$ cat config.mk
export PLATFORM = sky130hd
export DESIGN_NAME = twiddle_rotator_top
export DESIGN_NICKNAME = d
export VERILOG_FILES = /design/src/rtl/fixed_pkg.sv /design/src/rtl/stream_pkg.sv /design/src/rtl/stream_fifo.sv /design/src/rtl/twiddle_stage.sv /design/src/rtl/complex_multiplier.sv /design/src/rtl/twiddle_rotator_top.sv
export VERILOG_INCLUDE_DIRS = /design/src /design/src/rtl
export SDC_FILE = /design/constraint.sdc
export NUM_CORES = 2
export LEC_CHECK = 0
export BUFFER_PORTS_ARGS = -buffer_cell sky130_fd_sc_hd__buf_2
export CELL_PAD_IN_SITES_DETAIL_PLACEMENT = 1
export CELL_PAD_IN_SITES_GLOBAL_PLACEMENT = 1
export CORE_MARGIN = 4
export CORE_UTILIZATION = 48
export DETAILED_ROUTE_END_ITERATION = 7
export GPL_TIMING_DRIVEN = 0
export PLACE_DENSITY_LB_ADDON = 0.1
export SLEW_MARGIN = 20
export SYNTH_ARGS = -nofsm -noshare
export SYNTH_HDL_FRONTEND = slang
export SYNTH_SLANG_ARGS = --single-unit
$ cat constraint.sdc
create_clock -name clk -period 9.8 [get_ports clk]
set_input_delay 1.96 -clock clk [delete_from_list [all_inputs] [get_ports clk]]
set_output_delay 1.96 -clock clk [all_outputs]
set_load 0.01 [all_outputs]
$ cat src/rtl/cmul_defs.svh
`ifndef CMUL_DEFS_SVH
`define CMUL_DEFS_SVH

// width of one real or imaginary part
`define CMUL_WIDTH 32

// fraction bits, the rest of the word is integer part
`define CMUL_FRAC 16

// twiddle index width, table holds 2**TWID_ADDR_BITS entries
`define TWID_ADDR_BITS 4

// request queue in front of the twiddle stage
`define IN_FIFO_DEPTH 4

// result queue behind the multiplier
`define OUT_FIFO_DEPTH 4

`endif

$ cat src/rtl/fixed_pkg.sv
`include "cmul_defs.svh"

package fixed_pkg;

  // one signed fixed-point word
  typedef logic signed [`CMUL_WIDTH-1:0] fix_t;

  // complex value, real part in the upper half
  typedef struct packed {
    fix_t re;
    fix_t im;
  } cplx_t;

  // fixed-point product
  // full signed product, arithmetic shift drops the extra fraction bits
  // keeping the low word truncates toward minus infinity and wraps
  function automatic fix_t fix_mul(input fix_t x, input fix_t y);
    logic signed [2*`CMUL_WIDTH-1:0] full;
    logic signed [2*`CMUL_WIDTH-1:0] shifted;
    full = x * y;
    shifted = full >>> `CMUL_FRAC;
    return shifted[`CMUL_WIDTH-1:0];
  endfunction

endpackage

$ cat src/rtl/stream_pkg.sv
`include "cmul_defs.svh"

package stream_pkg;

  // selects one entry of the twiddle table
  typedef logic [`TWID_ADDR_BITS-1:0] twid_idx_t;

  // one rotation request from outside
  typedef struct packed {
    fixed_pkg::cplx_t sample;
    twid_idx_t        idx;
  } rot_req_t;

  // operand pair held by the twiddle stage for the multiplier
  // a is the sample, b the looked-up twiddle factor
  typedef struct packed {
    fixed_pkg::cplx_t a;
    fixed_pkg::cplx_t b;
  } mul_operands_t;

endpackage

$ cat src/rtl/stream_fifo.sv
`timescale 1ns/10ps

module stream_fifo #(
  parameter type payload_t = logic [7:0],
  parameter int  depth     = 4
) (
  input  logic     clk,
  input  logic     reset,
  input  logic     in_val,
  output logic     in_rdy,
  input  payload_t in_data,
  output logic     out_val,
  input  logic     out_rdy,
  output payload_t out_data
);

  // pointer and occupancy widths, at least one bit each
  localparam int ptr_bits = (depth > 1) ? $clog2(depth) : 1;
  localparam int cnt_bits = $clog2(depth + 1);

  localparam logic [ptr_bits-1:0] last_ptr   = ptr_bits'(depth - 1);
  localparam logic [cnt_bits-1:0] full_count = cnt_bits'(depth);

  payload_t mem [depth];

  logic [ptr_bits-1:0] wr_ptr;
  logic [ptr_bits-1:0] rd_ptr;
  logic [cnt_bits-1:0] count;
  logic                push;
  logic                pop;

  // ready while not full, valid while not empty
  assign in_rdy  = (count != full_count);
  assign out_val = (count != '0);
  assign push    = in_val && in_rdy;
  assign pop     = out_val && out_rdy;

  // head entry straight from storage
  assign out_data = mem[rd_ptr];

  always_ff @(posedge clk) begin
    if (reset) begin
      wr_ptr <= '0;
      rd_ptr <= '0;
      count  <= '0;
    end else begin
      if (push) begin
        wr_ptr <= (wr_ptr == last_ptr) ? '0 : wr_ptr + 1'b1;
      end
      if (pop) begin
        rd_ptr <= (rd_ptr == last_ptr) ? '0 : rd_ptr + 1'b1;
      end
      // simultaneous push and pop leaves the count alone
      case ({push, pop})
        2'b10:   count <= count + 1'b1;
        2'b01:   count <= count - 1'b1;
        default: count <= count;
      endcase
    end
  end

  // storage write, the pointers track what is live
  always_ff @(posedge clk) begin
    if (push) begin
      mem[wr_ptr] <= in_data;
    end
  end

endmodule

$ cat src/rtl/twiddle_stage.sv
`timescale 1ns/10ps
`include "cmul_defs.svh"

module twiddle_stage (
  input  logic                      clk,
  input  logic                      reset,
  input  logic                      in_val,
  output logic                      in_rdy,
  input  stream_pkg::rot_req_t      in_req,
  output logic                      out_val,
  input  logic                      out_rdy,
  output stream_pkg::mul_operands_t out_ops
);
  import fixed_pkg::*;
  import stream_pkg::*;

  localparam int  table_size = 1 << `TWID_ADDR_BITS;
  localparam real pi         = 3.14159265358979323846;
  localparam real frac_scale = real'(1 << `CMUL_FRAC);

  // round to nearest, halves away from zero
  function automatic fix_t round_fix(input real v);
    if (v >= 0.0) begin
      return fix_t'($rtoi(v + 0.5));
    end
    return fix_t'(-$rtoi(0.5 - v));
  endfunction

  // entry k is cos(2*pi*k/N) - j*sin(2*pi*k/N)
  // taylor series on the angle folded into [-pi, pi]
  function automatic cplx_t twiddle_entry(input int k);
    real   x;
    real   term_c;
    real   term_s;
    real   c;
    real   s;
    cplx_t e;
    x = 2.0 * pi * real'(k) / real'(table_size);
    if (x > pi) begin
      x = x - 2.0 * pi;
    end
    term_c = 1.0;
    term_s = x;
    c = 1.0;
    s = x;
    for (int n = 1; n < 14; n++) begin
      term_c = -term_c * x * x / real'((2 * n - 1) * (2 * n));
      term_s = -term_s * x * x / real'((2 * n) * (2 * n + 1));
      c = c + term_c;
      s = s + term_s;
    end
    e.re = round_fix(c * frac_scale);
    e.im = round_fix(-s * frac_scale);
    return e;
  endfunction

  cplx_t         twid_rom [table_size];
  mul_operands_t ops_q;
  logic          slot_val;

  // table entries fixed at elaboration
  for (genvar k = 0; k < table_size; k++) begin : g_rom
    localparam cplx_t entry = twiddle_entry(k);
    assign twid_rom[k] = entry;
  end

  // slot takes a new request when empty or being drained this cycle
  assign in_rdy  = !slot_val || out_rdy;
  assign out_val = slot_val;
  assign out_ops = ops_q;

  always_ff @(posedge clk) begin
    if (reset) begin
      slot_val <= 1'b0;
    end else if (in_rdy) begin
      slot_val <= in_val;
    end
  end

  // sample and its twiddle are registered together
  always_ff @(posedge clk) begin
    if (in_val && in_rdy) begin
      ops_q.a <= in_req.sample;
      ops_q.b <= twid_rom[in_req.idx];
    end
  end

endmodule

$ cat src/rtl/complex_multiplier.sv
`timescale 1ns/10ps

module complex_multiplier #(
  parameter int NUM_MULTS = 1
) (
  input  logic                      clk,
  input  logic                      reset,
  input  logic                      in_val,
  output logic                      in_rdy,
  input  stream_pkg::mul_operands_t in_ops,
  output logic                      out_val,
  input  logic                      out_rdy,
  output fixed_pkg::cplx_t          out_prod
);
  import fixed_pkg::*;
  import stream_pkg::*;

  // three-product form
  // re = ar*br - ac*bc
  // im = (ar+ac)(br+bc) - ar*br - ac*bc
  fix_t p1;
  fix_t p2;
  fix_t p3;

  if (NUM_MULTS == 3) begin : g_parallel
    fix_t sum_a;
    fix_t sum_b;

    // operand sums wrap in the word width
    assign sum_a = in_ops.a.re + in_ops.a.im;
    assign sum_b = in_ops.b.re + in_ops.b.im;

    // all three products in the same cycle
    assign p1 = fix_mul(in_ops.a.re, in_ops.b.re);
    assign p2 = fix_mul(in_ops.a.im, in_ops.b.im);
    assign p3 = fix_mul(sum_a, sum_b);

    // no storage, handshake passes straight through
    assign in_rdy  = out_rdy;
    assign out_val = in_val;
  end else begin : g_serial
    typedef enum logic [2:0] {
      st_idle,
      st_mul1,
      st_mul2,
      st_mul3,
      st_done
    } state_t;

    state_t        state;
    state_t        next_state;
    mul_operands_t ops_q;
    fix_t          p1_q;
    fix_t          p2_q;
    fix_t          p3_q;
    fix_t          sum_a;
    fix_t          sum_b;
    fix_t          mul_x;
    fix_t          mul_y;
    fix_t          mul_p;

    // sums taken from the captured operands
    assign sum_a = ops_q.a.re + ops_q.a.im;
    assign sum_b = ops_q.b.re + ops_q.b.im;

    // the one shared multiplier
    assign mul_p = fix_mul(mul_x, mul_y);

    always_ff @(posedge clk) begin
      if (reset) begin
        state <= st_idle;
      end else begin
        state <= next_state;
      end
    end

    // operand capture on acceptance, then one product per state
    always_ff @(posedge clk) begin
      if (state == st_idle && in_val) begin
        ops_q <= in_ops;
      end
      case (state)
        st_mul1: p1_q <= mul_p;
        st_mul2: p2_q <= mul_p;
        st_mul3: p3_q <= mul_p;
        default: ;
      endcase
    end

    always_comb begin
      next_state = state;
      in_rdy     = 1'b0;
      out_val    = 1'b0;
      mul_x      = '0;
      mul_y      = '0;
      case (state)
        st_idle: begin
          // only state that takes a new pair
          in_rdy = 1'b1;
          if (in_val) begin
            next_state = st_mul1;
          end
        end
        st_mul1: begin
          mul_x      = ops_q.a.re;
          mul_y      = ops_q.b.re;
          next_state = st_mul2;
        end
        st_mul2: begin
          mul_x      = ops_q.a.im;
          mul_y      = ops_q.b.im;
          next_state = st_mul3;
        end
        st_mul3: begin
          mul_x      = sum_a;
          mul_y      = sum_b;
          next_state = st_done;
        end
        st_done: begin
          // result held until the output queue takes it
          out_val = 1'b1;
          if (out_rdy) begin
            next_state = st_idle;
          end
        end
        default: next_state = st_idle;
      endcase
    end

    assign p1 = p1_q;
    assign p2 = p2_q;
    assign p3 = p3_q;
  end

  // shared combine step, all wrapping
  assign out_prod.re = p1 - p2;
  assign out_prod.im = p3 - p1 - p2;

endmodule

$ cat src/rtl/twiddle_rotator_top.sv
`timescale 1ns/10ps
`include "cmul_defs.svh"

module twiddle_rotator_top #(
  parameter int NUM_MULTS = 1
) (
  input  logic                 clk,
  input  logic                 reset,
  input  logic                 in_val,
  output logic                 in_rdy,
  input  stream_pkg::rot_req_t in_req,
  output logic                 out_val,
  input  logic                 out_rdy,
  output fixed_pkg::cplx_t     out_data
);
  import fixed_pkg::*;
  import stream_pkg::*;

  // input queue to twiddle stage
  logic          req_val;
  logic          req_rdy;
  rot_req_t      req;

  // twiddle stage to multiplier
  logic          ops_val;
  logic          ops_rdy;
  mul_operands_t ops;

  // multiplier to output queue
  logic          prod_val;
  logic          prod_rdy;
  cplx_t         prod;

  stream_fifo #(
    .payload_t (rot_req_t),
    .depth     (`IN_FIFO_DEPTH)
  ) in_fifo_i (
    .clk      (clk),
    .reset    (reset),
    .in_val   (in_val),
    .in_rdy   (in_rdy),
    .in_data  (in_req),
    .out_val  (req_val),
    .out_rdy  (req_rdy),
    .out_data (req)
  );

  twiddle_stage twiddle_i (
    .clk     (clk),
    .reset   (reset),
    .in_val  (req_val),
    .in_rdy  (req_rdy),
    .in_req  (req),
    .out_val (ops_val),
    .out_rdy (ops_rdy),
    .out_ops (ops)
  );

  complex_multiplier #(
    .NUM_MULTS (NUM_MULTS)
  ) cmul_i (
    .clk      (clk),
    .reset    (reset),
    .in_val   (ops_val),
    .in_rdy   (ops_rdy),
    .in_ops   (ops),
    .out_val  (prod_val),
    .out_rdy  (prod_rdy),
    .out_prod (prod)
  );

  stream_fifo #(
    .payload_t (cplx_t),
    .depth     (`OUT_FIFO_DEPTH)
  ) out_fifo_i (
    .clk      (clk),
    .reset    (reset),
    .in_val   (prod_val),
    .in_rdy   (prod_rdy),
    .in_data  (prod),
    .out_val  (out_val),
    .out_rdy  (out_rdy),
    .out_data (out_data)
  );

endmodule

==> results.md <==
Outcome:
- The run finished, with violations left.
- The checks that failed: negative setup slack.

Timing:
- For this run, the top clock speed supported by timing is 90.90 MHz.
- At the pin with the least slew margin, the transition time is 1.177 ns.
- Setup repair after global routing could not meet its margin everywhere.
- The number of pins with negative max-slew slack in the final report is 0.
- The number of endpoints with negative hold slack in the final report is 0.
- The final setup TNS is -33.11 ns.
- Subtracting the final worst setup slack from the clock period gives 11.00 ns.
- The setup-violating endpoint count in the final report is 57.
- The relative slew slack is 0.2071.
- The share of the cycle needed by the critical path after routing is 1.123.
- The largest clock skew in the final design is 0.08057 ns.
- The worst-case setup margin in the final layout is -1.201 ns.

Cells and area:
- After filler insertion, the fill cell instance count of the layout stands at 13.54k.
- The number of nets in the layout is 6885.
- After the flow finishes, the layout carries non-filler instances totaling 7450.
- Compared with the post-synthesis result, the final layout area differs by 13.10%.
- The proportion of layout cells with a drive suffix above 1 is 0.1446.

Detailed routing:
- The number of design rule violations left after detail routing is 0.
- After detailed routing, the number of vias per cell comes to 5.372.
- The detailed-route via count is 40.02k.
- The average wire length per cell after detail routing is 24.36 um.
- After detailed routing, the total wire length is 181400 um.
- The detailed router finished its first iteration with 2331 violations.
- The detailed-routing iteration count for the pre-antenna-repair pass is 5.
- In this run the remaining antenna-violating nets after routing total 0.

Placed design:
- The wire-length estimate of the detail-placed layout is 147400 um.
- Buffers placed on the I/O ports in this run total 136.
- The congestion estimate from routability-driven global placement came to 0.9374.
- The worst slack at placement is -4.057 ns.
- In this run, placement finished with an instance count of 7221.

Logic synthesis:
- The synthesized-area fraction occupied by ao, oa, aoi and oai cells was 0.04740.
- The post-synthesis instance area is 0.06390 mm2.
- After synthesis, the netlist uses 77 different library cells.
- The simple logic cell fraction of the synthesized area is 0.07597.
- The number of instances in the synthesized netlist is 5309.
- In the synthesized netlist the dominant register cell turns out to be sky130_fd_sc_hd__edfxtp_1.
- Yosys mapped a number of flops with a built-in enable equal to 808.
- Of the total synthesized cell area, the portion taken by XOR and XNOR cells is 0.02256.
- The net count after synthesis is 6574.
- The post-synthesis sequential area ratio is 0.3866.
- The mux share of post-synthesis cell area is 0.05248.
- Of the total synthesized cell area, the portion taken by full adders, half adders and majority gates is 0.3363.
- The flip-flop and latch count after synthesis is 830.
- After synthesis, the mean cell area works out to 12.04 um2.
- The count of synthesis-stage warnings from yosys is 0.
- After synthesis, the share of flip-flops with an asynchronous set or reset is 0.
- The largest family of logic cells by synthesized area is adder cells.

Critical path:
- Of all nets on the critical path, the largest fanout is 5.
- The count of buffer and inverter cells on the critical path is 9.
- STA classifies the critical path endpoint as a flop.
- The family with the most delay on the worst path is adder cells.
- By startpoint and endpoint, the worst setup path is classified as reg2reg.
- The worst reg-to-reg setup slack is -1.20 ns.
- The signal arrival time at the worst endpoint is 11.47 ns.
- Among all stages on the critical path, the largest delay is contributed by sky130_fd_sc_hd__fa_1.
- The largest stage delay on the critical path is 0.63 ns.
- The sort of element at the start of the critical path is a flop.
- The critical path required time is 10.27 ns.

Die:
- The area of the placeable core is 0.1318 mm2.
- The starting density of the core is 0.4848.
- The die is 372.9 um tall.
- The site row count is 133.
- 138 I/O pins were placed.
- The floorplan step defined a die boundary enclosing 0.1390 mm2.
- Measured along the x axis, the die boundary spans 372.9 um.

Power and ir drop:
- The internal power contribution is 13.76 mW.
- The ratio of total power to cell area is 347.9 mW/mm2.
- The sequential group share of total power is 0.256.
- The net load switching power is 11.38 mW.
- The switching power share of the total is 0.4527.
- The peak supply drop is 0.0002397 V.
- Of the total power, the clock network draws 0.130.
- The final total power is 25.14 mW.
- The analysis attributes to cell leakage a power of 29.99 nW.
- Of the total power, combinational logic draws 0.614.

GRT:
- The via count of the first global-routing pass is 45.09k.
- Summed over all layers, the global routing overflow is 0.
- The number of antenna violations at the first check in global routing came to 3.
- The pin count of the biggest net entering global routing is 58.
- The first global-routing pass estimated 275500 um of wire.
- The peak-usage layer in the global routing report is met2.
- For this run, global-route usage on met3 was measured as 0.03526.
- The global routing met1 resource utilization is 0.3251.
- The met2 track demand over resource is 0.4630.
- Across every metal layer, demand over resource in global routing totals 0.2634.

Clock tree:
- For the worst-skew pair, the clock arrives at the later sink with an insertion delay of 0.74 ns.
- TritonCTS built the clock tree.
- The H-tree was split into 3 levels.
- The number of buffers added by the clock tree synthesis step is 87.
- Clock tree synthesis found a total of 830 sinks.
- The clock root buffer is sky130_fd_sc_hd__clkbuf_16.
- Clock-pin slew was measured on the worst setup and hold paths at 0.06 ns.
- No sink is reached through more buffers than the 3 on the longest clock path.

Hold path:
- The worst min-delay path class is reg2reg.

Job:
- The tool flagged a number of max-cap violations equal to 0.
## logic make-up after synthesis
kind of cell             after synthesis
AO/OA/AOI/OAI                        462
XOR/XNOR                             163
adder cells (fa/ha/maj)             1193
buffers and inverters               1337
flip-flops                           830
multiplexers                         168
AND/OR/NAND/NOR                     1156
## layer usage
layer,vias up,wire length [um],part of all wire
li1,17630,-,-
met5,-,0,0
met4,0,9508,0.052
met2,979,91470,0.50
met3,381,7905,0.044
met1,21030,72560,0.40
## power groups by stage
stage	registers (mW)	logic, mW	clock network [mW]
final	6.44	15.4	3.28
after global routing	6.50	17.1	3.53
after CTS	6.45	14.9	3.37
after detailed placement	6.51	14.0	0
after global placement	6.54	13.4	0
after floorplan	6.39	9.53	0
## layout make-up
type                       instances  area [um2]  share of cell area
tap                             1755        2196             0.03038
sequential                       830       24700              0.3418
multi-input combinational       3142       35370              0.4894
timing repair buffer             235        1810             0.02505
clock buffer                     106        2248             0.03111
antenna                            2       5.005          0.00006925
clock inverter                    56       634.4            0.008777
buffer                           174       973.4             0.01347
inverter                        1150        4329             0.05990
## Yosys cell counts (53+ instances only)
| master | instances | area, um2 |
|---|---|---|
| sky130_fd_sc_hd__and2_1 | 53 | 331.6 |
| sky130_fd_sc_hd__o21ai_0 | 69 | 345.3 |
| sky130_fd_sc_hd__inv_1 | 1149 | 4313 |
| sky130_fd_sc_hd__clkbuf_1 | 148 | 555.5 |
| sky130_fd_sc_hd__nand2_1 | 614 | 2305 |
| sky130_fd_sc_hd__xnor2_1 | 123 | 1077 |
| sky130_fd_sc_hd__fa_1 | 874 | 17500 |
| sky130_fd_sc_hd__mux4_2 | 132 | 2973 |
| sky130_fd_sc_hd__nor2_1 | 312 | 1171 |
| sky130_fd_sc_hd__edfxtp_1 | 808 | 24260 |
| sky130_fd_sc_hd__ha_1 | 319 | 3991 |
| sky130_fd_sc_hd__a21oi_1 | 141 | 705.7 |
## flip-flops by register name (all words and copies together) (netlist names), 32 cells and up, named ones only
name,count
out_fifo_i.mem,256
cmul_i.g_serial.p3_q,32
cmul_i.g_serial.p1_q,32
cmul_i.g_serial.ops_q,92
in_fifo_i.mem,272
cmul_i.g_serial.p2_q,32
twiddle_i.out_ops,92
## worst register-to-register path, delay by kind of cell, from the launching register on
kind,cells,cell delay [ns]
buf+inv,9,0.71
compound gates,12,2.51
simple gates,8,1.19
flops,1,0.38
fa+ha+maj,11,4.75
mux,1,0.26
xor+xnor,5,0.97
## path summary, 6_finish.rpt
check	endpoint	depth (start not counted)	from
setup / recovery	cmul_i.g_serial.p1_q[31]	46	cmul_i.g_serial.ops_q[96]
setup reg to reg	cmul_i.g_serial.p1_q[31]	46	cmul_i.g_serial.ops_q[96]
hold reg to reg	cmul_i.g_serial.ops_q[110]	0	twiddle_i.out_ops[110]
hold / removal	cmul_i.g_serial.ops_q[110]	0	twiddle_i.out_ops[110]
## cells in the final DEF (no fill, tap or decap), types with 17 or more instances in the layout
cell                        count
sky130_fd_sc_hd__inv_1       1137
sky130_fd_sc_hd__fa_1         869
sky130_fd_sc_hd__edfxtp_1     808
sky130_fd_sc_hd__nand2_1      597
sky130_fd_sc_hd__ha_1         303
sky130_fd_sc_hd__nor2_1       288
sky130_fd_sc_hd__buf_2        150
sky130_fd_sc_hd__mux4_2       132
sky130_fd_sc_hd__a21oi_1      118
sky130_fd_sc_hd__xnor2_1      109
sky130_fd_sc_hd__clkbuf_16     90
sky130_fd_sc_hd__clkbuf_1      68
sky130_fd_sc_hd__o21ai_0       64
sky130_fd_sc_hd__buf_4         64
sky130_fd_sc_hd__clkbuf_2      55
sky130_fd_sc_hd__a21o_1        50
sky130_fd_sc_hd__and2_1        45
sky130_fd_sc_hd__nor3_1        37
sky130_fd_sc_hd__xor2_1        35
sky130_fd_sc_hd__nor2b_1       34
sky130_fd_sc_hd__buf_6         27
sky130_fd_sc_hd__a22oi_1       26
sky130_fd_sc_hd__o21a_1        25
sky130_fd_sc_hd__dfxtp_1       22
sky130_fd_sc_hd__buf_1         21
sky130_fd_sc_hd__mux2i_1       20
sky130_fd_sc_hd__o21bai_1      19
sky130_fd_sc_hd__a31oi_1       19
sky130_fd_sc_hd__nand2b_1      18
sky130_fd_sc_hd__nand3_1       18
sky130_fd_sc_hd__clkinv_2      17
## repair_timing
action / 4_1_cts / 5_1_grt
hold buffers: 0 / 0
resized for setup: 262 / 159
pin swaps: 54 / 63
buffers inserted: 51 / 34
endpoints found under the setup margin: 96 / 84
## stage by stage
stage          utilization  hold WS (ns)  cell area, um2
6_report            0.5484        0.3949           72270
5_1_grt             0.5483        0.3814           72270
3_3_place_gp        0.5070        0.4019           66820
2_1_floorplan            -        0.4003           63940
3_5_place_dp        0.5108        0.4052           67320
4_1_cts             0.5430        0.3853           71570
Note: power is estimated with default switching activity, not from simulation.
